### src/include/raster_settings.svh
`ifndef RASTER_SETTINGS_SVH
`define RASTER_SETTINGS_SVH

// framebuffer geometry
`define FB_WIDTH   32
`define FB_HEIGHT  24
`define FB_ADDRW   10           // holds FB_WIDTH*FB_HEIGHT addresses

// display raster, no sync pulses
`define H_ACTIVE   40
`define H_TOTAL    48
`define V_ACTIVE   30
`define V_TOTAL    34

// colour outside the framebuffer region
`define BG_R       8'h11
`define BG_G       8'h33
`define BG_B       8'h77

// widths
`define CORDW      8            // signed vertex coordinate
`define IDXW       4            // colour index per pixel
`define SCRW       8            // raster counter and pix coordinate
`define EDGEW      (2*`CORDW+4) // edge function accumulator

`endif
### src/logic/raster_pkg.sv
`include "raster_settings.svh"

package raster_pkg;

    typedef enum logic {
        op_clear,
        op_fill
    } raster_op_e;

    typedef enum logic [2:0] {
        st_idle,
        st_setup,
        st_walk,
        st_write,
        st_done
    } raster_state_e;

    typedef struct packed {
        logic signed [`CORDW-1:0] x;
        logic signed [`CORDW-1:0] y;
    } vertex_t;

    typedef struct packed {
        raster_op_e          op;
        vertex_t [2:0]       v;       // v[0] v[1] v[2]
        logic [`IDXW-1:0]    colour;
    } tri_cmd_t;

    // master to slave half of the wishbone link, ack travels separately
    typedef struct packed {
        logic                cyc;
        logic                stb;
        logic                we;
        logic [`FB_ADDRW-1:0] adr;
        logic [`IDXW-1:0]    dat_w;
    } wb_req_t;

    typedef struct packed {
        logic [`SCRW-1:0]    x;
        logic [`SCRW-1:0]    y;
        logic                de;
        logic [7:0]          r;
        logic [7:0]          g;
        logic [7:0]          b;
    } pix_out_t;

endpackage

### src/logic/tri_rasterizer.sv
`timescale 1ns/1ns
`include "raster_settings.svh"

module tri_rasterizer (
    input  logic                 clk_pix,
    input  logic                 rst_n,
    input  logic                 cmd_valid,
    output logic                 cmd_ready,
    input  raster_pkg::tri_cmd_t cmd,
    output raster_pkg::wb_req_t  wb,
    input  logic                 wb_ack,
    output logic                 done
);
    import raster_pkg::*;

    localparam int EW = `EDGEW;
    localparam int CW = `CORDW;
    localparam int AW = `FB_ADDRW;

    raster_state_e state;
    tri_cmd_t      cmd_q;                        // command latched on accept

    logic [CW-1:0] px, py;                       // current pixel
    logic [CW-1:0] bx0, bx1, by1;                // clipped box
    logic signed [EW-1:0] e_cur  [3];            // edge values at (px, py)
    logic signed [EW-1:0] e_row  [3];            // edge values at (bx0, py)
    logic signed [EW-1:0] step_x [3];
    logic signed [EW-1:0] step_y [3];

    // setup terms from cmd_q
    logic signed [EW-1:0] vx [3];
    logic signed [EW-1:0] vy [3];
    logic signed [EW-1:0] dx [3];
    logic signed [EW-1:0] dy [3];
    logic signed [EW-1:0] e_init [3];
    logic signed [EW-1:0] min_x, max_x, min_y, max_y;
    logic signed [EW-1:0] lo_x, hi_x, lo_y, hi_y;
    logic signed [EW-1:0] area;
    logic skip;                                  // nothing to draw

    logic all_pos, all_neg, all_zero;
    logic covered, last, adv;

    always_comb begin
        for (int i = 0; i < 3; i++) begin
            vx[i] = EW'($signed(cmd_q.v[i].x));
            vy[i] = EW'($signed(cmd_q.v[i].y));
        end
        for (int i = 0; i < 3; i++) begin
            dx[i] = vx[(i + 1) % 3] - vx[i];
            dy[i] = vy[(i + 1) % 3] - vy[i];
        end
        min_x = vx[0];
        max_x = vx[0];
        min_y = vy[0];
        max_y = vy[0];
        for (int i = 1; i < 3; i++) begin
            if (vx[i] < min_x) min_x = vx[i];
            if (vx[i] > max_x) max_x = vx[i];
            if (vy[i] < min_y) min_y = vy[i];
            if (vy[i] > max_y) max_y = vy[i];
        end
        // clip to the framebuffer
        lo_x = (min_x < 0) ? '0 : min_x;
        lo_y = (min_y < 0) ? '0 : min_y;
        hi_x = (max_x > EW'(`FB_WIDTH - 1))  ? EW'(`FB_WIDTH - 1)  : max_x;
        hi_y = (max_y > EW'(`FB_HEIGHT - 1)) ? EW'(`FB_HEIGHT - 1) : max_y;
        if (cmd_q.op == op_clear) begin
            lo_x = '0;
            lo_y = '0;
            hi_x = EW'(`FB_WIDTH - 1);
            hi_y = EW'(`FB_HEIGHT - 1);
        end
        for (int i = 0; i < 3; i++) begin
            e_init[i] = dx[i] * (lo_y - vy[i]) - dy[i] * (lo_x - vx[i]);
        end
        area = dx[0] * (vy[2] - vy[0]) - dy[0] * (vx[2] - vx[0]);
        skip = (cmd_q.op == op_fill) &&
               (area == 0 || lo_x > hi_x || lo_y > hi_y);
    end

    // coverage of the current pixel in either winding
    always_comb begin
        all_pos  = 1'b1;
        all_neg  = 1'b1;
        all_zero = 1'b1;
        for (int i = 0; i < 3; i++) begin
            if (e_cur[i] < 0) all_pos = 1'b0;
            if (e_cur[i] > 0) all_neg = 1'b0;
            if (e_cur[i] != 0) all_zero = 1'b0;
        end
        covered = (cmd_q.op == op_clear) || ((all_pos || all_neg) && !all_zero);
    end

    assign last = (px == bx1) && (py == by1);
    assign adv  = (state == st_walk && !covered) || (state == st_write && wb_ack);

    always_ff @(posedge clk_pix or negedge rst_n) begin
        if (!rst_n) begin
            state <= st_idle;
        end else begin
            case (state)
                st_idle:  if (cmd_valid) state <= st_setup;
                st_setup: state <= skip ? st_done : st_walk;
                st_walk: begin
                    if (covered) state <= st_write;
                    else if (last) state <= st_done;
                end
                st_write: if (wb_ack) state <= last ? st_done : st_walk;
                st_done:  state <= st_idle;
                default:  state <= st_idle;
            endcase
        end
    end

    always_ff @(posedge clk_pix) begin
        if (cmd_valid && cmd_ready) cmd_q <= cmd;
        if (state == st_setup) begin
            px  <= CW'(lo_x);
            py  <= CW'(lo_y);
            bx0 <= CW'(lo_x);
            bx1 <= CW'(hi_x);
            by1 <= CW'(hi_y);
            for (int i = 0; i < 3; i++) begin
                e_cur[i]  <= e_init[i];
                e_row[i]  <= e_init[i];
                step_x[i] <= -dy[i];
                step_y[i] <= dx[i];
            end
        end else if (adv) begin
            if (px == bx1) begin                 // next row
                px <= bx0;
                py <= py + 1'b1;
                for (int i = 0; i < 3; i++) begin
                    e_row[i] <= e_row[i] + step_y[i];
                    e_cur[i] <= e_row[i] + step_y[i];
                end
            end else begin
                px <= px + 1'b1;
                for (int i = 0; i < 3; i++) begin
                    e_cur[i] <= e_cur[i] + step_x[i];
                end
            end
        end
    end

    // stb rises in the walk cycle and holds until ack
    always_comb begin
        wb.stb   = (state == st_walk && covered) || (state == st_write);
        wb.cyc   = wb.stb;
        wb.we    = wb.stb;
        wb.adr   = AW'(py) * AW'(`FB_WIDTH) + AW'(px);
        wb.dat_w = cmd_q.colour;
    end

    assign cmd_ready = (state == st_idle);
    assign done      = (state == st_done);

endmodule

### config.mk
export PLATFORM = sky130hd
export DESIGN_NAME = tri_rasterizer
export DESIGN_NICKNAME = d
export VERILOG_FILES = /design/src/logic/raster_pkg.sv /design/src/logic/tri_rasterizer.sv
export VERILOG_INCLUDE_DIRS = /design/src /design/src/include
export SDC_FILE = /design/constraint.sdc
export NUM_CORES = 2
export LEC_CHECK = 0
export ABC_AREA = 1
export BUFFER_PORTS_ARGS = -buffer_cell sky130_fd_sc_hd__buf_2
export CAP_MARGIN = 5
export CORE_MARGIN = 2
export CORE_UTILIZATION = 48
export CTS_BUF_LIST = sky130_fd_sc_hd__clkbuf_8
export CTS_CLUSTER_DIAMETER = 50
export DETAILED_ROUTE_END_ITERATION = 10
export PLACE_DENSITY_LB_ADDON = 0.05
export SYNTH_ARGS = -nofsm -noshare
export SYNTH_HDL_FRONTEND = slang
export SYNTH_SLANG_ARGS = --single-unit
### constraint.sdc
create_clock -name clk_pix -period 16.53 [get_ports clk_pix]
set_input_delay 1.653 -clock clk_pix [delete_from_list [all_inputs] [get_ports clk_pix]]
set_output_delay 1.653 -clock clk_pix [all_outputs]
set_load 0.01 [all_outputs]
# Word level (Yosys, flattened, before mapping)
# Memory sizes are Yosys's and may differ from the RTL's.
# Cells that the tools add are included.
# word_totals
reg_bits	96
mem_bits_rw	240
output_inout_bits	19
elab_cells	176
n_memories	4
# classes
n_addsub	30
multipliers	8
magnitude_cmp	20
eq_ne	9
muxes	57
n_bitwise	10
reduce_logical	24
# mem_list
name	depth	width	rd	rd_ports_with_merged_regs	write_ports	line_no	rtl
e_cur	3	20	3	0	3	tri_rasterizer.sv:25	logic signed [EW-1:0] e_cur [3];
e_row	3	20	3	0	3	tri_rasterizer.sv:26	logic signed [EW-1:0] e_row [3];
step_x	3	20	3	0	3	tri_rasterizer.sv:27	logic signed [EW-1:0] step_x [3];
step_y	3	20	3	0	3	tri_rasterizer.sv:28	logic signed [EW-1:0] step_y [3];
# ops
operator	n
two-way mux 20 bit	25
adder 20 bit	6
multiplier 9 x 20 -> 20 bit	6
subtractor 20 x 8 -> 20 bit	6
< comparator 20 x 1 -> 1 bit (second input constant)	5
nonzero test 32 bit	3
subtractor 8 x 8 -> 9 bit	8
greater-than comparator 20 x 1 -> 1 bit (second input constant)	3
negator 9 -> 20 bit	3
subtractor 20 bit	3
two-way mux 8 bit	6
greater-than comparator 20 bit	2
greater-than comparator 20 x 6 -> 1 bit (second input constant)	2
greater-than comparator 8 x 20 -> 1 bit	2
< comparator 8 x 20 -> 1 bit	2
multiplier 9 x 9 -> 18 bit	2
zero test 32 bit	1
two-way mux 1 bit	19
subtractor 18 x 18 -> 19 bit	1
two-way mux 3 bit	6
adder 8 x 1 -> 8 bit (second input constant)	2
== test 8 bit	2
greater-than comparator 8 bit	2
< comparator 8 bit	2
other kinds (16)	39

# Longest topological paths before layout
# logic_depth
depth_word	15
ltp_mapped	82
depth_no_buf	81

# Worst setup path after synthesis
# OpenSTA, ideal clock, no wires.
# synth_timing
path_kind	register -> register
start	reg cmd_q[13] (netlist name)
end	mem e_cur[0][19] (netlist name), data pin
arrival_ps	11604
setup_slack_ps	4674
path_stages_with_launch	72
n_path_buf	1
cell_sequence	edfxtp_1 > inv_1 > ha_1 > nand3_1 > nand2_1 > a21oi_1 > o21bai_1 > nand2_1 > nand2_1 > nand2_1 > nand2_1 > nand2_1 > nand2_1 > nand2_1 > o21ai_0 > clkbuf_1 > o21ai_0 > inv_1 > (+36 left out) > or2_2 > a21oi_1 > o21ai_0 > a21boi_0 > nor2_1 > o21ai_0 > a21o_1 > nand2_1 > inv_1 > nand3_1 > nand2_1 > nor2_1 > nor2_1 > nand3_1 > nand3_1 > nand2_1 > nand2_1 > nand2_1
# synth_lines
item	line_no	rtl
from (decl)	tri_rasterizer.sv:21	tri_cmd_t cmd_q;
from (signal assigned)	tri_rasterizer.sv:117	if (cmd_valid && cmd_ready) cmd_q <= cmd;
to (decl)	tri_rasterizer.sv:25	

==> flow_metrics.py <==
metrics = {
    "status": {
        "status": "finished clean",
    },
    "floorplan": {
        "coreArea_mm2": 0.112,
        "num_rows": 123,
        "die-area_mm2": 0.116,
        "initial_core_util_pct": 48.3,
        "die_y_um": 340,
        "ios": 76,
        "chipWidth_um": 340,
    },
    "min_path": {
        "worstHoldPathType": "register to register",
        "hold_path_depth": 2,
    },
    "timing": {
        "period_minus_slack_ps": 14350,
        "maxSlewHeadroom_pct": 10.9,
        "setup_tns_ps": 0,
        "slew_viol_final": 0,
        "rsz0062_at_grt": "no",
        "finalSetupViolations": 0,
        "period_share_pct": 86.8,
        "finalHoldViolCount": 0,
        "max_freq_ghz": 0.0697,
        "tightest_slew_ps": 1330,
        "fin_skew_ps": 54.7,
    },
    "grt": {
        "grt_max_degree": 77,
        "grt_use_total_pct": 29.5,
        "overflow": 0,
        "grt_pass1_wl_mm": 256,
        "antenna_found_initial": 15,
        "grt_pass1_vias": 42940,
    },
    "setup_path": {
        "path_class": "register to register",
        "r2r-start": "cmd_q[13]",
        "worst_path_largest_cell_delay_ps": 570,
        "worstPathArrival_ps": 14800,
        "cp-start-kind": "register",
        "r2r_setup_slack_ps": 2180,
        "worstSetupEndpoint": "e_cur[0][59]",
        "crit_family": "adder cells",
        "cp_num_cells": 77,
        "crit_required_ps": 16980,
        "cp_max_fo": 15,
        "critical_path.slowest_cell": "fa_1",
        "rr_worst_depth": 77,
        "crit_buf_inv": 9,
        "end_kind": "register",
        "worstReg2RegEnd": "e_cur[0][59]",
        "cp-startpoint": "cmd_q[13]",
        "cp_common_cell": "nand2_1",
    },
    "clock_network": {
        "numCtsBuffers": 66,
        "clockBufferDepth": 3,
        "htree_levels": 3,
        "cts.sinks": 302,
        "post_cts_buffers": 0,
        "clk_pin_slew_ps": 60,
        "clock_latency_ps": 720,
        "cts_root_buffer": "clkbuf_8",
        "holdBufCountCts": 0,
        "cts_tree": "built",
        "ctsResizeCount": 0,
    },
    "logic_synthesis": {
        "synth_edf_count": 299,
        "syn_avg_cell_area_um2": 8.64,
        "ys_seq_area_share_pct": 16.7,
        "syn-cell-area_mm2": 0.0542,
        "synth_cells": 6276,
        "synth_warnings": 0,
        "ys_ff_latch": 302,
        "syn-num-nets": 7794,
        "ys_types": 62,
        "async_reset_ff_share_pct": 0.993,
        "synthFlopType": "edfxtp_1",
    },
    "final_layout": {
        "synthToLayoutAreaGrowth_pct": 6.60,
        "drive_gt1_share_pct": 5.15,
        "nets": 7878,
    },
    "drt": {
        "wl_per_cell_um": 21.2,
        "drtPass1Iterations": 5,
        "drtIter0Drc": 2912,
        "ant_nets": 0,
        "wirelength_mm": 168,
        "drc": 0,
        "drt-vias-per-instance": 5.27,
        "vias": 41661,
    },
    "run": {
        "drv_cap": 0,
    },
    "placement": {
        "io_buffer_count": 75,
        "place_congestion": 0.925,
        "dp_hpwl_mm": 143,
    },
}
logic make-up (layout without fill, tap and decap cells):
logic type,count (synthesis),count (layout),share of synthesized area (%)
mux,2,2,0.0600
compound gates,657,657,6.71
other cells,0,3,0
simple gates,2048,2048,15.5
xor+xnor,297,297,4.88
flops,302,302,16.7
fa+ha+maj,1461,1461,45.6
buf+inv,1509,1642,10.6
layer usage:
layer | part of all wire (%) | track usage [%] | routed length (um) | up-vias
met5 | 0.058 | 0 | 98 | -
met4 | 3.5 | 9.43 | 5820 | 16
met3 | 8.2 | 6.26 | 13800 | 250
met2 | 43 | 44.5 | 72000 | 1325
met1 | 45 | 42.5 | 76000 | 20443
li1 | - | - | - | 19627
area by class of cell:
cell class              instances  area (um^2)
diodes                          3         7.51
clock buffers                  67          922
clock inverters                50          368
fillers                     10790        54500
inverters                    1376         5170
multi-input cells            4465        39500
flip-flops and latches        302         9050
well taps                    1500         1880
repair buffers                149          931
per-stage QoR:
stage               hold slack (ps)  setup WS, ps  cells  utilization, %  instance area, um^2
floorplan                       507          4670   6276               -                54200
global placement                545          2610   7792            50.3                56500
detailed placement              542          2440   7792            50.3                56500
CTS                             560          2330   7909            51.5                57800
global route                    598           999   7912            51.5                57800
finish                          554          2180   7912            51.5                57800
sequential cells by signal, summed over array words and instances (netlist names):
register,count
bx0,7
bx1,8
by1,8
cmd_q,49
e_cur,60
e_row,60
px,8
py,8
state,3
step_x,60
step_y,27
wb,4
worst min-delay path by stage:
stage	endpoint	from
finish	px[1]	bx0[1]
global route	px[5]	bx0[5]
CTS	px[1]	bx0[1]
detailed placement	px[1]	bx0[1]
global placement	px[0]	bx0[0]
floorplan	px[0]	bx0[0]
cell usage after synthesis (all sizes together), types with 3 or more instances:
library cell / number / share of area [%]
nor3: 25 / 0.25
nand4: 36 / 0.44
a211oi: 16 / 0.22
o32ai: 6 / 0.097
and2: 4 / 0.046
o21ai: 246 / 2.3
o211ai: 16 / 0.22
buf: 24 / 0.27
a31oi: 28 / 0.32
or2: 29 / 0.33
clkbuf: 109 / 0.75
fa: 861 / 32
dfrtp: 3 / 0.14
edfxtp: 299 / 17
o21bai: 21 / 0.29
o31ai: 9 / 0.12
nor4: 23 / 0.27
xor2: 176 / 2.8
nand2: 953 / 6.7
a21o: 14 / 0.19
inv: 1350 / 9.3
nand3: 169 / 1.7
a21oi: 277 / 2.6
xnor2: 118 / 1.9
nand3b: 7 / 0.097
a22oi: 3 / 0.042
a21boi: 7 / 0.097
ha: 600 / 14
clkinv: 26 / 0.18
nor2: 800 / 5.6
layout by cell type (no fill, tap or decap), drive strengths merged, types with 21 or more instances in the layout:
cell type,n
clkbuf,67
ha,600
o21bai,21
inv,1372
nor3,25
o21ai,246
clkinv,44
nand4,36
a21oi,277
nand2,953
fa,861
edfxtp,299
xnor2,118
nor2,800
nor4,23
or2,29
nand3,169
buf,149
a31oi,28
xor2,176
tightest hold or removal path, delay by kind of cell (launching register included):
kind             cells  cell delay, ps
AO/OA/AOI/OAI        1              60
AND/OR/NAND/NOR      1              50
flip-flops           1             330
Power is left out: the tool's default activity adds up to more than one toggle a clock period on the data nets, which glitch-free logic cannot reach.
