[src/include/raster_settings.svh]
`ifndef RASTER_SETTINGS_SVH
`define RASTER_SETTINGS_SVH

// framebuffer geometry
`define FB_WIDTH   32
`define FB_HEIGHT  24
`define FB_ADDRW   10           // holds FB_WIDTH*FB_HEIGHT addresses

// display raster, no sync pulses
`define H_ACTIVE   40
`define H_TOTAL    48
`define V_ACTIVE   30
`define V_TOTAL    34

// colour outside the framebuffer region
`define BG_R       8'h11
`define BG_G       8'h33
`define BG_B       8'h77

// widths
`define CORDW      8            // signed vertex coordinate
`define IDXW       4            // colour index per pixel
`define SCRW       8            // raster counter and pix coordinate
`define EDGEW      (2*`CORDW+4) // edge function accumulator

`endif
[src/logic/raster_pkg.sv]
`include "raster_settings.svh"

package raster_pkg;

    typedef enum logic {
        op_clear,
        op_fill
    } raster_op_e;

    typedef enum logic [2:0] {
        st_idle,
        st_setup,
        st_walk,
        st_write,
        st_done
    } raster_state_e;

    typedef struct packed {
        logic signed [`CORDW-1:0] x;
        logic signed [`CORDW-1:0] y;
    } vertex_t;

    typedef struct packed {
        raster_op_e          op;
        vertex_t [2:0]       v;       // v[0] v[1] v[2]
        logic [`IDXW-1:0]    colour;
    } tri_cmd_t;

    // master to slave half of the wishbone link, ack travels separately
    typedef struct packed {
        logic                cyc;
        logic                stb;
        logic                we;
        logic [`FB_ADDRW-1:0] adr;
        logic [`IDXW-1:0]    dat_w;
    } wb_req_t;

    typedef struct packed {
        logic [`SCRW-1:0]    x;
        logic [`SCRW-1:0]    y;
        logic                de;
        logic [7:0]          r;
        logic [7:0]          g;
        logic [7:0]          b;
    } pix_out_t;

endpackage

[src/logic/display_scanout.sv]
`timescale 1ns/1ns
`include "raster_settings.svh"

module display_scanout (
    input  logic                 clk_pix,
    input  logic                 rst_n,
    output logic [`FB_ADDRW-1:0] rd_addr,
    input  logic [`IDXW-1:0]     rd_data,
    output logic                 frame,
    output raster_pkg::pix_out_t pix
);
    localparam int SW = `SCRW;
    localparam int AW = `FB_ADDRW;
    localparam logic [SW-1:0] H_LAST = SW'(`H_TOTAL - 1);
    localparam logic [SW-1:0] V_LAST = SW'(`V_TOTAL - 1);

    // stage 0
    logic [SW-1:0] sx, sy;
    logic          in_fb0, active0;

    // stage 1, lines up with rd_data
    logic [SW-1:0] x1, y1;
    logic          in_fb1, active1;

    logic [7:0] pal_r, pal_g, pal_b;

    always_ff @(posedge clk_pix or negedge rst_n) begin
        if (!rst_n) begin
            sx <= '0;
            sy <= '0;
        end else if (sx == H_LAST) begin
            sx <= '0;
            sy <= (sy == V_LAST) ? '0 : sy + 1'b1;
        end else begin
            sx <= sx + 1'b1;
        end
    end

    assign in_fb0  = (sx < SW'(`FB_WIDTH)) && (sy < SW'(`FB_HEIGHT));
    assign active0 = (sx < SW'(`H_ACTIVE)) && (sy < SW'(`V_ACTIVE));
    assign frame   = (sx == '0) && (sy == '0);

    // park the address outside the buffer region
    assign rd_addr = in_fb0 ? AW'(sy) * AW'(`FB_WIDTH) + AW'(sx) : '0;

    always_ff @(posedge clk_pix or negedge rst_n) begin
        if (!rst_n) begin
            x1      <= '0;
            y1      <= '0;
            in_fb1  <= 1'b0;
            active1 <= 1'b0;
        end else begin
            x1      <= sx;
            y1      <= sy;
            in_fb1  <= in_fb0;
            active1 <= active0;
        end
    end

    // fixed palette, each nibble times 17 is the nibble doubled
    always_comb begin
        pal_r = {rd_data, rd_data};
        pal_g = {~rd_data, ~rd_data};
        pal_b = {rd_data ^ 4'd5, rd_data ^ 4'd5};
    end

    always_ff @(posedge clk_pix or negedge rst_n) begin
        if (!rst_n) begin
            pix <= '0;
        end else begin
            pix.x  <= x1;
            pix.y  <= y1;
            pix.de <= active1;
            if (!active1) begin                  // blanking
                pix.r <= '0;
                pix.g <= '0;
                pix.b <= '0;
            end else if (in_fb1) begin
                pix.r <= pal_r;
                pix.g <= pal_g;
                pix.b <= pal_b;
            end else begin
                pix.r <= `BG_R;
                pix.g <= `BG_G;
                pix.b <= `BG_B;
            end
        end
    end

endmodule

[config.mk]
export PLATFORM = sky130hd
export DESIGN_NAME = display_scanout
export DESIGN_NICKNAME = d
export VERILOG_FILES = /design/src/logic/raster_pkg.sv /design/src/logic/display_scanout.sv
export VERILOG_INCLUDE_DIRS = /design/src /design/src/include
export SDC_FILE = /design/constraint.sdc
export NUM_CORES = 1
export LEC_CHECK = 0
export ABC_CLOCK_PERIOD_IN_PS = 2700
export BUFFER_PORTS_ARGS = -buffer_cell sky130_fd_sc_hd__buf_2
export CAP_MARGIN = 25
export CORE_MARGIN = 1.5
export CORE_UTILIZATION = 54
export CTS_BUF_LIST = sky130_fd_sc_hd__clkbuf_8
export DETAILED_ROUTE_END_ITERATION = 7
export GPL_TIMING_DRIVEN = 0
export PLACE_DENSITY_LB_ADDON = 0.2
export SLEW_MARGIN = 40
export SYNTH_ARGS = -nofsm -noshare
export SYNTH_HDL_FRONTEND = slang
export SYNTH_SLANG_ARGS = --single-unit
[constraint.sdc]
create_clock -name clk_pix -period 2.7 [get_ports clk_pix]
set_clock_uncertainty 0.15 [all_clocks]
set_input_delay 0.27 -clock clk_pix [delete_from_list [all_inputs] [get_ports clk_pix]]
set_output_delay 0.27 -clock clk_pix [all_outputs]
set_load 0.01 [all_outputs]
Yosys cells after proc, flatten, opt, wreduce, memory -nomap -nowiden

Index checks and enable logic that the tools add are counted.

Flip-flop bits (word level): 75
Input port bits: 6

$add $sub $neg: 3
Order comparisons: 4
Eq/ne operators: 2
Muxes and demuxes: 5
Bitwise operators: 2
Reduce and logical (&&, ||, !) cells: 5

Operators by type and width:

| operator                                             | count |
|---|---|
| 2-to-1 mux 24 bit                                    | 2 |
| adder 8 x 1 -> 8 bit (second input constant)         | 2 |
| equality test 8 x 6 -> 1 bit (second input constant) | 2 |
| logical NOT 8 bit                                    | 2 |
| < comparator 8 x 5 -> 1 bit (second input constant)  | 2 |
| < comparator 8 x 6 -> 1 bit (second input constant)  | 2 |
| 2-to-1 mux 8 bit                                     | 2 |
| adder 10 x 8 -> 10 bit                               | 1 |
| 2-to-1 mux 10 bit                                    | 1 |
| NOT 4 bit                                            | 1 |
| logical AND 1 bit                                    | 3 |
| NOT 2 bit                                            | 1 |

Logic depth before layout (Yosys ltp)

Gate-level depths: netlist (run 1).

Word-level depth: 3
Mapped depth: 6

Least setup slack after synthesis (run 1)

Ideal clock, no wire load.

Path type: register to output
From: reg sx[6]
To: out rd_addr[7]
Arrival time: 1.744 ns
Setup slack: 0.536 ns
Stages on the path, launching flop included: 5
Path buffers: 0
Cell sequence: dfrtp_1 -> or4_1 -> or3_4 -> a21oi_4 -> nor3b_2

Word-level cells in the longest chain between the ends: 3
Elaborated cells on any way between the ends: 4
Those cells by class: add/sub (1); order compare (1); mux (1); reduce/logical (1)

RTL lines:

| what                        | line                  | text |
|---|---|---|
| from (decl)                 | display_scanout.sv:18 | `logic [SW-1:0] sx, sy;` |
| from (signal assigned)      | display_scanout.sv:35 | `sx <= sx + 1'b1;` |
| < comparator 8 x 6 -> 1 bit | display_scanout.sv:39 | `` assign in_fb0 = (sx < SW'(`FB_WIDTH)) && (sy < SW'(`FB_HEIGHT)); `` |
| logical AND 1 bit           | display_scanout.sv:39 |  |
| via in_fb0                  | display_scanout.sv:19 | `logic in_fb0, active0;` |
| 2-to-1 mux 10 bit           | display_scanout.sv:44 | `` assign rd_addr = in_fb0 ? AW'(sy) * AW'(`FB_WIDTH) + AW'(sx) : '0; `` |
| to (decl)                   | display_scanout.sv:7  | `` output logic [`FB_ADDRW-1:0] rd_addr, `` |

The timed path passes the listed nets, and every way through them passes these cells.

Final worst setup path (run 1)

From: reg sx[7]
To: out rd_addr[7]

The elaborated chain is that of the path after synthesis.

==> out/metrics.yaml, run 1 <==
outcome: "finished clean"
timing.final.max_slew_violations: 0
maxcap_violations: 0
avgViaCountPerCell: 4.92
fmax_mhz: 376
syn-instance-count: 176
grt_first_pass_wirelength_mm: 6.80
setup_violations_final: 0
arrival_ns: 2.24
floorplan.die_area_um2: 4720
clk_latency_ns: 0.32
post-route-period-util: 0.984
synth-seq-cells: 61
worstHoldPathType: "in2reg"
static-leakage-power_uw: 0.00165
synth.yosys.seq_area_share: 0.655
seqPwrFrac: 0.536
postSynthAreaPerCell_um2: 13.2
cp-end-kind: "output port"
drtAntennaViolNets: 0
tritoncts.num_buffers: 9
grt.overflow.total: 0
mostFrequentLayoutCell: "dfrtp_1"
vias_in_the_first_global_route: 1429
tightestPinTransition_ns: 0.727
routed_wirelength_mm: 4.13
hold-worst-slack_ns: 0.0129
globalplace.congestion: 0.815
layout.filler_cells: 282
vias: 1520
syn2layout_area_growth_pct: 27.5
comb_power_share: 0.017
syn-cell-area_um2: 2330
worst_slack_ns: 0.0424
core.rowCount: 23
most-common-layout-cells: "dfrtp_1, buf_2, buf_4, nor2_1"
powerDensity_nw_per_um2: 575
rsz0062_at_grt: "yes"
dpl_worst_slack_ns: 0.284
core-area_um2: 4090
num-nets-final: 269
n_antenna_cell: 0
critPathLaunchType: "flip-flop"
ctsHtreeMaxLevel: 3
seqCellArea_um2: 1530
synthesis.nets: 191
post-dp-hpwl_mm: 2.69
timing_worst_setup_path_type: "reg2out"
grt_max_degree: 62
critical_path_peak_fanout: 5
switching_power_uw: 344
hold_violations: 0
port_buffers: 57
share_clk_of_total_power: 0.447
yosys_warnings: 0
die_x_um: 68.7
netSwitchingFraction: 0.201
ys_types: 35
relSlewSlack: 0.515
layout-drive-gt1-share: 0.405
cts-root-to-sink-buffers: 2
die_h_um: 68.7
post-route-drc-count: 0
global_route_usage_over_all_layers: 0.205
multi_input_area_um2: 679
start_util: 0.570
worst_ir_drop_vdd_uv: 469
grt_antenna_before_repair: 0
p_int_uw: 1360
num_io_pins: 58
cts_tree: "yes"
drt-pass1-iter-count: 4
numClockSinks: 61
period_needed_ns: 2.66
clock_tree.root_cell: "clkbuf_8"
crit_required_ns: 2.28
avgRoutedWirePerCell_um: 13.4
cts_clk_pin_slew_worst_paths_ns: 0.06
detail_route.iter0.violations: 94
## worst paths after layout
kind | startpoint | endpoint | slack (ns) | cells past startpoint
worst max-delay path | sx[7] | rd_addr[7] | 0.04 | 5
worst min-delay path | rd_data[0] | pix[12] | 0.01 | 2
worst max register to register | sx[6] | sy[4] | 0.45 | 6
worst min register to register | y1[4] | pix[29] | 0.19 | 0
max in group asynchronous | rst_n | sx[6] | 1.48 | 2
min in group asynchronous | rst_n | pix[35] | 0.41 | 2
## worst max-delay path, stage by stage (launching register included)
cell	delay (ns)
dfrtp_2	0.43
or4_4	0.52
or3_4	0.45
a21oi_4	0.19
nor3b_2	0.18
buf_2	0.14
## cell usage after synthesis
master	number	share of area
nor3_2	1	0.0043
a21boi_0	5	0.016
nor2_1	12	0.019
or2_2	1	0.0027
nand2b_1	3	0.0081
and2_1	6	0.016
clkbuf_1	1	0.0016
a21o_1	1	0.0032
o21bai_1	1	0.0032
nand4_1	4	0.011
o21ai_0	2	0.0043
ha_1	8	0.043
buf_2	1	0.0021
a21oi_1	4	0.0086
a21oi_4	1	0.0070
a2111oi_0	1	0.0038
nor3_1	2	0.0043
nand3b_1	1	0.0032
nor3b_2	1	0.0054
nand3_1	4	0.0086
or4_1	1	0.0032
xor2_1	2	0.0075
and4_1	1	0.0038
inv_1	8	0.013
nand2_1	4	0.0064
buf_4	14	0.045
xnor2_1	7	0.026
fa_1	1	0.0086
a31oi_1	1	0.0027
and3_1	7	0.019
dfrtp_1	61	0.66
nor2b_1	4	0.011
or3_4	1	0.0048
mux2_2	3	0.014
or3b_2	1	0.0038
## sequential cells by signal (all words and copies together) (netlist names)
signal	cells
x1	8
sx	8
in_fb1	1
pix	27
y1	8
active1	1
sy	8
## power groups by stage
stage	Sequential, µW	Clock (µW)	Combinational, µW
floorplan	932	0	4.25
global placement	932	0	25.7
detailed placement	932	0	27.7
CTS	915	782	31.3
global route	914	834	35.4
finish	915	764	29.7
## what timing repair did
| item | 4_1_cts | 5_1_grt |
|---|---|---|
| pin swaps | 0 | 1 |
| setup buffers | 2 | 4 |
| resized for setup | 1 | 3 |
| setup endpoints to repair | 8 | 5 |
| hold buffers | 3 | 0 |
| endpoints found under the hold margin | 64 | 0 |
| gates cloned | 1 | 0 |
## cells by family after synthesis
family / synth area share
buffers and inverters: 0.0618
and+or+nand+nor: 0.134
DFF: 0.655
AOI/OAI and AO/OA: 0.0489
xor gates and xnor gates: 0.0338
adders and majority gates: 0.0516
muxes: 0.0145
## through the flow
stage | cell area (µm²) | power (µW) | TNS [ns] | utilization | cells
after CTS | 2930 | 1730 | 0 | 0.716 | 305
after detailed placement | 2680 | 960 | 0 | 0.656 | 283
after floorplan | 2330 | 936 | 0 | - | 176
final | 2970 | 1710 | 0 | 0.727 | 309
after global placement | 2680 | 957 | 0 | 0.655 | 283
after global routing | 2970 | 1780 | -0.0256 | 0.727 | 309
## layout make-up
type | instances | share of cell area
plain buffers | 16 | 0.0383
multi-input cells | 92 | 0.229
clock inverters | 6 | 0.0185
repair buffers | 66 | 0.122
well taps | 50 | 0.0211
clock buffers | 10 | 0.0463
inverters | 8 | 0.0101
flip-flops and latches | 61 | 0.515
## routing by layer
layer,GRT usage,share of wire,vias up
met3,0.0649,0.062,8
met4,0.108,0.016,0
li1,-,-,731
met1,0.265,0.44,721
met2,0.310,0.49,60
met5,0,0,-
Note: power is estimated with default switching activity, not from simulation.
==> run 2, diff against run 1 <==
Settings changed: CORE_UTILIZATION 54 to 52, CTS_BUF_LIST sky130_fd_sc_hd__clkbuf_8 to not set, PLACE_DENSITY set to 0.83, PLACE_DENSITY_LB_ADDON 0.2 to not set.
==> out/metrics.yaml, run 2 (synthesis gave the netlist of run 1 again) <==
outcome: "finished clean"
layout.filler_cells: 331  # +17%
drt-pass1-iter-count: 4  # unchanged
crit_path_top_delay_cell: "or4_4"
critPathLaunchType: "flip-flop"
worst_slack_ns: 0.0363  # -0.00608 ns
tritoncts.num_buffers: 9  # unchanged
regMostFlops: "pix"
cts-root-to-sink-buffers: 2  # unchanged
die_h_um: 69.9  # +1.8%
utilization: 0.686  # -0.0408
relSlewSlack: 0.523  # +0.00779
worst_ir_drop_vdd_uv: 382  # -19%
cts_clk_pin_slew_worst_paths_ns: 0.06  # about the same
rsz0062_at_grt: "yes"
crit_family: "simple AND/OR/NAND/NOR gates"
largest_register_ff_count: 27  # unchanged
post-route-drc-count: 0  # unchanged
static-leakage-power_uw: 0.00164  # -0.72%
tightestPinTransition_ns: 0.715  # -0.0117 ns
timing_worst_setup_path_type: "reg2out"
global_route_usage_over_all_layers: 0.187  # -0.0185
arrival_ns: 2.24  # about the same
cts_tree: "yes"
vias_in_the_first_global_route: 1505  # +5.3%
most-common-layout-cells: "dfrtp_1, buf_2, buf_4, nor2_1, clkbuf_8"
num-nets-final: 271  # +0.74%
post-dp-hpwl_mm: 2.63  # -2.3%
grt_antenna_before_repair: 0  # unchanged
grt.overflow.total: 0  # unchanged
ctsHtreeMaxLevel: 3  # unchanged
timing.final.max_slew_violations: 0  # unchanged
port_buffers: 57  # unchanged
clock_tree.root_cell: "clkbuf_8"
core-area_um2: 4320  # +5.8%
syn2layout_area_growth_pct: 27.3
cp-end-kind: "output port"
avgViaCountPerCell: 4.93  # +0.15%
grt_max_degree: 62  # unchanged
globalplace.congestion: 0.829  # +1.6%
drtAntennaViolNets: 0  # unchanged
crit_required_ns: 2.28  # about the same
vias: 1542  # +1.4%
setup_violations_final: 0  # unchanged
numClockSinks: 61  # unchanged
grt_first_pass_wirelength_mm: 6.90  # +1.5%
worstHoldPathType: "reg2reg"
mostFrequentLayoutCell: "dfrtp_1"
post-route-period-util: 0.987  # +0.00225
core.rowCount: 24  # +4.3%
critical_path_peak_fanout: 6  # +1
maxcap_violations: 0  # unchanged
routed_wirelength_mm: 4.11  # -0.48%
layout-drive-gt1-share: 0.402  # -0.00311
cp.buffers_inverters: 1  # unchanged
die_x_um: 69.9  # +1.8%
detail_route.iter0.violations: 96  # +2.1%
num_io_pins: 58  # unchanged
period_needed_ns: 2.66  # +0.00608 ns
critical_path.max_stage_delay_ns: 0.52  # about the same
powerDensity_nw_per_um2: 537  # -6.6%
hold_violations: 0  # unchanged
n_antenna_cell: 0  # unchanged
dpl_worst_slack_ns: 0.278  # -0.00612 ns
floorplan.die_area_um2: 4890  # +3.7%
path_cells: "or4_4 > or3_4 > a21oi_4 > nor3b_2 > buf_2"
start_util: 0.539  # -0.0313
clk_latency_ns: 0.32  # about the same
avgRoutedWirePerCell_um: 13.1  # -1.8%
fmax_mhz: 375  # -0.23%
-- run 2: final cells by class --
type / count / area [µm²] / share of cell area
tap: 52 / 65.1 / 0.0219
timing repair buffer: 68 / 389 / 0.131
inverter: 8 / 30.0 / 0.0101
clock inverter: 4 / 25.0 / 0.00844
sequential: 61 / 1530 / 0.515
buffer: 16 / 114 / 0.0384
clock buffer: 12 / 135 / 0.0456
multi-input combinational: 92 / 679 / 0.229
-- run 2: power by group --
group / leakage, µW / switching, µW / internal, µW
clock network: 0.0000764 / 317 / 330
registers: 0.000806 / 0 / 915
logic: 0.000753 / 20.9 / 10.3
total: 0.00164 / 338 / 1260
-- run 2: repair_timing --
item / 4_1_cts / 5_1_grt
endpoints found under the hold margin: 65 / 0
cloned: 1 / 0
pin swaps: 0 / 2
setup endpoints to repair: 8 / 8
hold buffers: 5 / 0
setup buffers: 1 / 5
gates resized for setup: 1 / 4
-- run 2: metal layers --
metal | vias up | GRT usage | wire [µm]
li1 | 740 | - | -
met1 | 736 | 0.237 | 1730
met2 | 60 | 0.291 | 2020
met3 | 6 | 0.0620 | 303
met4 | 0 | 0.0897 | 59
met5 | - | 0 | 0
-- run 2: path summary, 6_finish.rpt --
path	slack (ns)	end	cells after the start	startpoint
worst min register to register	0.20	pix[30]	0	y1[5]
max in group asynchronous	1.48	sx[7]	2	rst_n
min in group asynchronous	0.39	y1[0]	2	rst_n
worst min-delay path	0.20	pix[30]	0	y1[5]
worst max register to register	0.45	sy[4]	6	sx[6]
worst max-delay path	0.04	rd_addr[7]	5	sx[6]
-- run 2: stage by stage --
stage          hold WS, ns  cell area, µm²  total power [µW]  std cells  TNS [ns]
5_1_grt              0.205            2970              1660        313    -0.278
6_report             0.195            2970              1590        313         0
4_1_cts              0.193            2910              1610        308         0
3_3_place_gp         0.181            2680               957        285         0
2_1_floorplan       -0.176            2330               936        176         0
3_5_place_dp         0.185            2680               959        285         0
-- run 2: worst reg2reg max path, stage by stage (launching register included) --
cell,delay [ns]
dfrtp_2,0.44
buf_4,0.15
or3b_2,0.49
nor3_2,0.31
buf_2,0.29
nand4_1,0.14
xnor2_1,0.16
==> run 3, diff against run 2 <==
Settings changed: CAP_MARGIN 25 to 20, CORE_UTILIZATION 52 to 43, PLACE_DENSITY 0.83 to 0.72.
==> out/metrics.yaml, run 3 (synthesis gave the netlist of run 1 again) <==
outcome: "finished clean"
cts_clk_pin_slew_worst_paths_ns: 0.06  # about the same
grtUsageMet3: 0.0371  # -0.0249
vias_in_the_first_global_route: 1578  # +4.9%
globalplace.congestion: 0.761  # -8.2%
path_cells: "or4_4 > or3_4 > a21oi_4 > nor3b_2 > buf_2"
endpoint: "rd_addr[7]"
drt-pass1-iter-count: 5  # +1
r2r_slack_ns: 0.47  # +0.02 ns
cp-end-kind: "output port"
post-route-period-util: 0.964  # -0.0221
arrival_ns: 2.18  # -0.06 ns
start_util: 0.450  # -0.0884
timing_worst_setup_path_type: "reg2out"
n_antenna_cell: 0  # unchanged
relSlewSlack: 0.642  # +0.119
period_needed_ns: 2.60  # -0.0596 ns
hold_violations: 0  # unchanged
critical_path.reg2reg.startpoint: "sx[6]"
global_route_usage_over_all_layers: 0.154  # -0.0329
regMostFlops: "pix"
critical_path.reg2reg.endpoint: "sy[4]"
timing.final.max_slew_violations: 0  # unchanged
grt_first_pass_wirelength_mm: 6.99  # +1.3%
num-nets-final: 270  # -0.37%
floorplan.die_area_um2: 5870  # +20%
tightestPinTransition_ns: 0.537  # -0.178 ns
grt.busiest_layer: "met2"
tritoncts.num_buffers: 9  # unchanged
instance_count_on_the_critical_path: 5  # unchanged
critical_path.max_stage_delay_ns: 0.52  # about the same
hold-worst-slack_ns: 0.196  # +0.000956 ns
globalRouteMet2Util: 0.251  # -0.0401
mostFrequentLayoutCell: "dfrtp_1"
grt_max_degree: 62  # unchanged
grt.overflow.total: 0  # unchanged
post-route-cell-area_um2: 2990  # +0.93%
fmax_mhz: 384  # +2.3%
port_buffers: 57  # unchanged
crit_path_top_delay_cell: "or4_4"
setup_violations_final: 0  # unchanged
crit_required_ns: 2.28  # about the same
cp.buffers_inverters: 1  # unchanged
clk_latency_ns: 0.32  # about the same
largest_register_ff_count: 27  # unchanged
die_h_um: 76.6  # +9.5%
detail_route.iter0.violations: 51  # -47%
vias: 1531  # -0.71%
grt_antenna_before_repair: 0  # unchanged
static-leakage-power_uw: 0.00164  # about the same
maxcap_violations: 0  # unchanged
placedInstanceArea_um2: 2710  # +0.84%
core-area_um2: 5170  # +20%
layout-drive-gt1-share: 0.390  # -0.0123
critical_path_peak_fanout: 5  # -1
numClockSinks: 61  # unchanged
utilization: 0.579  # -0.107
crit_family: "simple AND/OR/NAND/NOR gates"
post-route-drc-count: 0  # unchanged
core.rowCount: 26  # +8.3%
cts_tree: "yes"
num_io_pins: 58  # unchanged
worstHoldPathType: "reg2reg"
routed_wirelength_mm: 4.09  # -0.58%
ctsHtreeMaxLevel: 3  # unchanged
post-dp-hpwl_mm: 2.65  # +0.52%
critPathLaunchType: "flip-flop"
met1_resource_use_gr: 0.186  # -0.0506
avgRoutedWirePerCell_um: 12.4  # -5.4%
cts-root-to-sink-buffers: 2  # unchanged
finalPower_uw: 1680  # +5.4%
rsz0062_at_grt: "yes"
avgViaCountPerCell: 4.65  # -5.5%
worst_r2r_path_depth: 6  # unchanged
drtAntennaViolNets: 0  # unchanged
tns_ns: 0  # unchanged
worst_ir_drop_vdd_uv: 349  # -8.5%
critical_path_launch_point: "sx[7]"
most-common-layout-cells: "dfrtp_1, buf_2, buf_4, nor2_1, clkbuf_8"
clock_tree.root_cell: "clkbuf_8"
syn2layout_area_growth_pct: 28.5
die_x_um: 76.6  # +9.5%
powerDensity_nw_per_um2: 561  # +4.4%
[run 3: changes by cell type in the layout (fill, tap and decap cells not counted)]
cell	before	now
buf_12	0	1
buf_2	56	57
buf_4	21	19
buf_6	1	0
bufinv_16	0	1
clkbuf_1	4	5
clkinv_2	2	1
clkinvlp_4	2	0
nor2b_1	3	4
nor2b_4	1	0
[run 3: final cells by class]
class | count | area (µm²)
buffer | 16 | 114
clock inverter | 2 | 35.0
inverter | 8 | 30.0
clock buffer | 13 | 139
sequential | 61 | 1530
tap | 70 | 87.6
multi-input combinational | 92 | 672
fill | 426 | 2180
timing repair buffer | 67 | 388
[run 3: layer usage]
metal / vias up / routed length (µm)
li1: 728 / -
met1: 735 / 1770
met2: 62 / 2030
met3: 6 / 235
met4: 0 / 55
met5: - / 0
[run 3: how the worst min path moves through the flow]
stage           from  endpoint  slack [ns]  depth (start not counted)
6_report       x1[3]   pix[36]        0.20                          0
5_1_grt        x1[4]   pix[37]        0.20                          0
4_1_cts        x1[5]   pix[38]        0.20                          0
3_5_place_dp   x1[3]   pix[36]        0.19                          0
3_3_place_gp   x1[7]   pix[40]        0.18                          0
2_1_floorplan  rst_n   active1       -0.18                          0
[run 3: power breakdown]
part,switching (µW),leakage (µW),internal [µW],total (µW)
clock,309,0.0000875,421,730
sequential,0,0.000806,915,915
combinational,21.2,0.000742,13.2,34.5
[run 3: timing repair]
action	CTS	global route
endpoints found under the hold margin	65	0
gates cloned	1	0
setup endpoints to repair	8	8
hold buffers	5	0
resized for setup	1	2
setup buffers	2	2
[run 3: stage by stage]
step                      std cells  setup slack, ns
after floorplan                 176            0.536
after global placement          303            0.281
after detailed placement        303            0.273
after CTS                       326          0.00802
after global routing            329          -0.0101
final                           329           0.0959
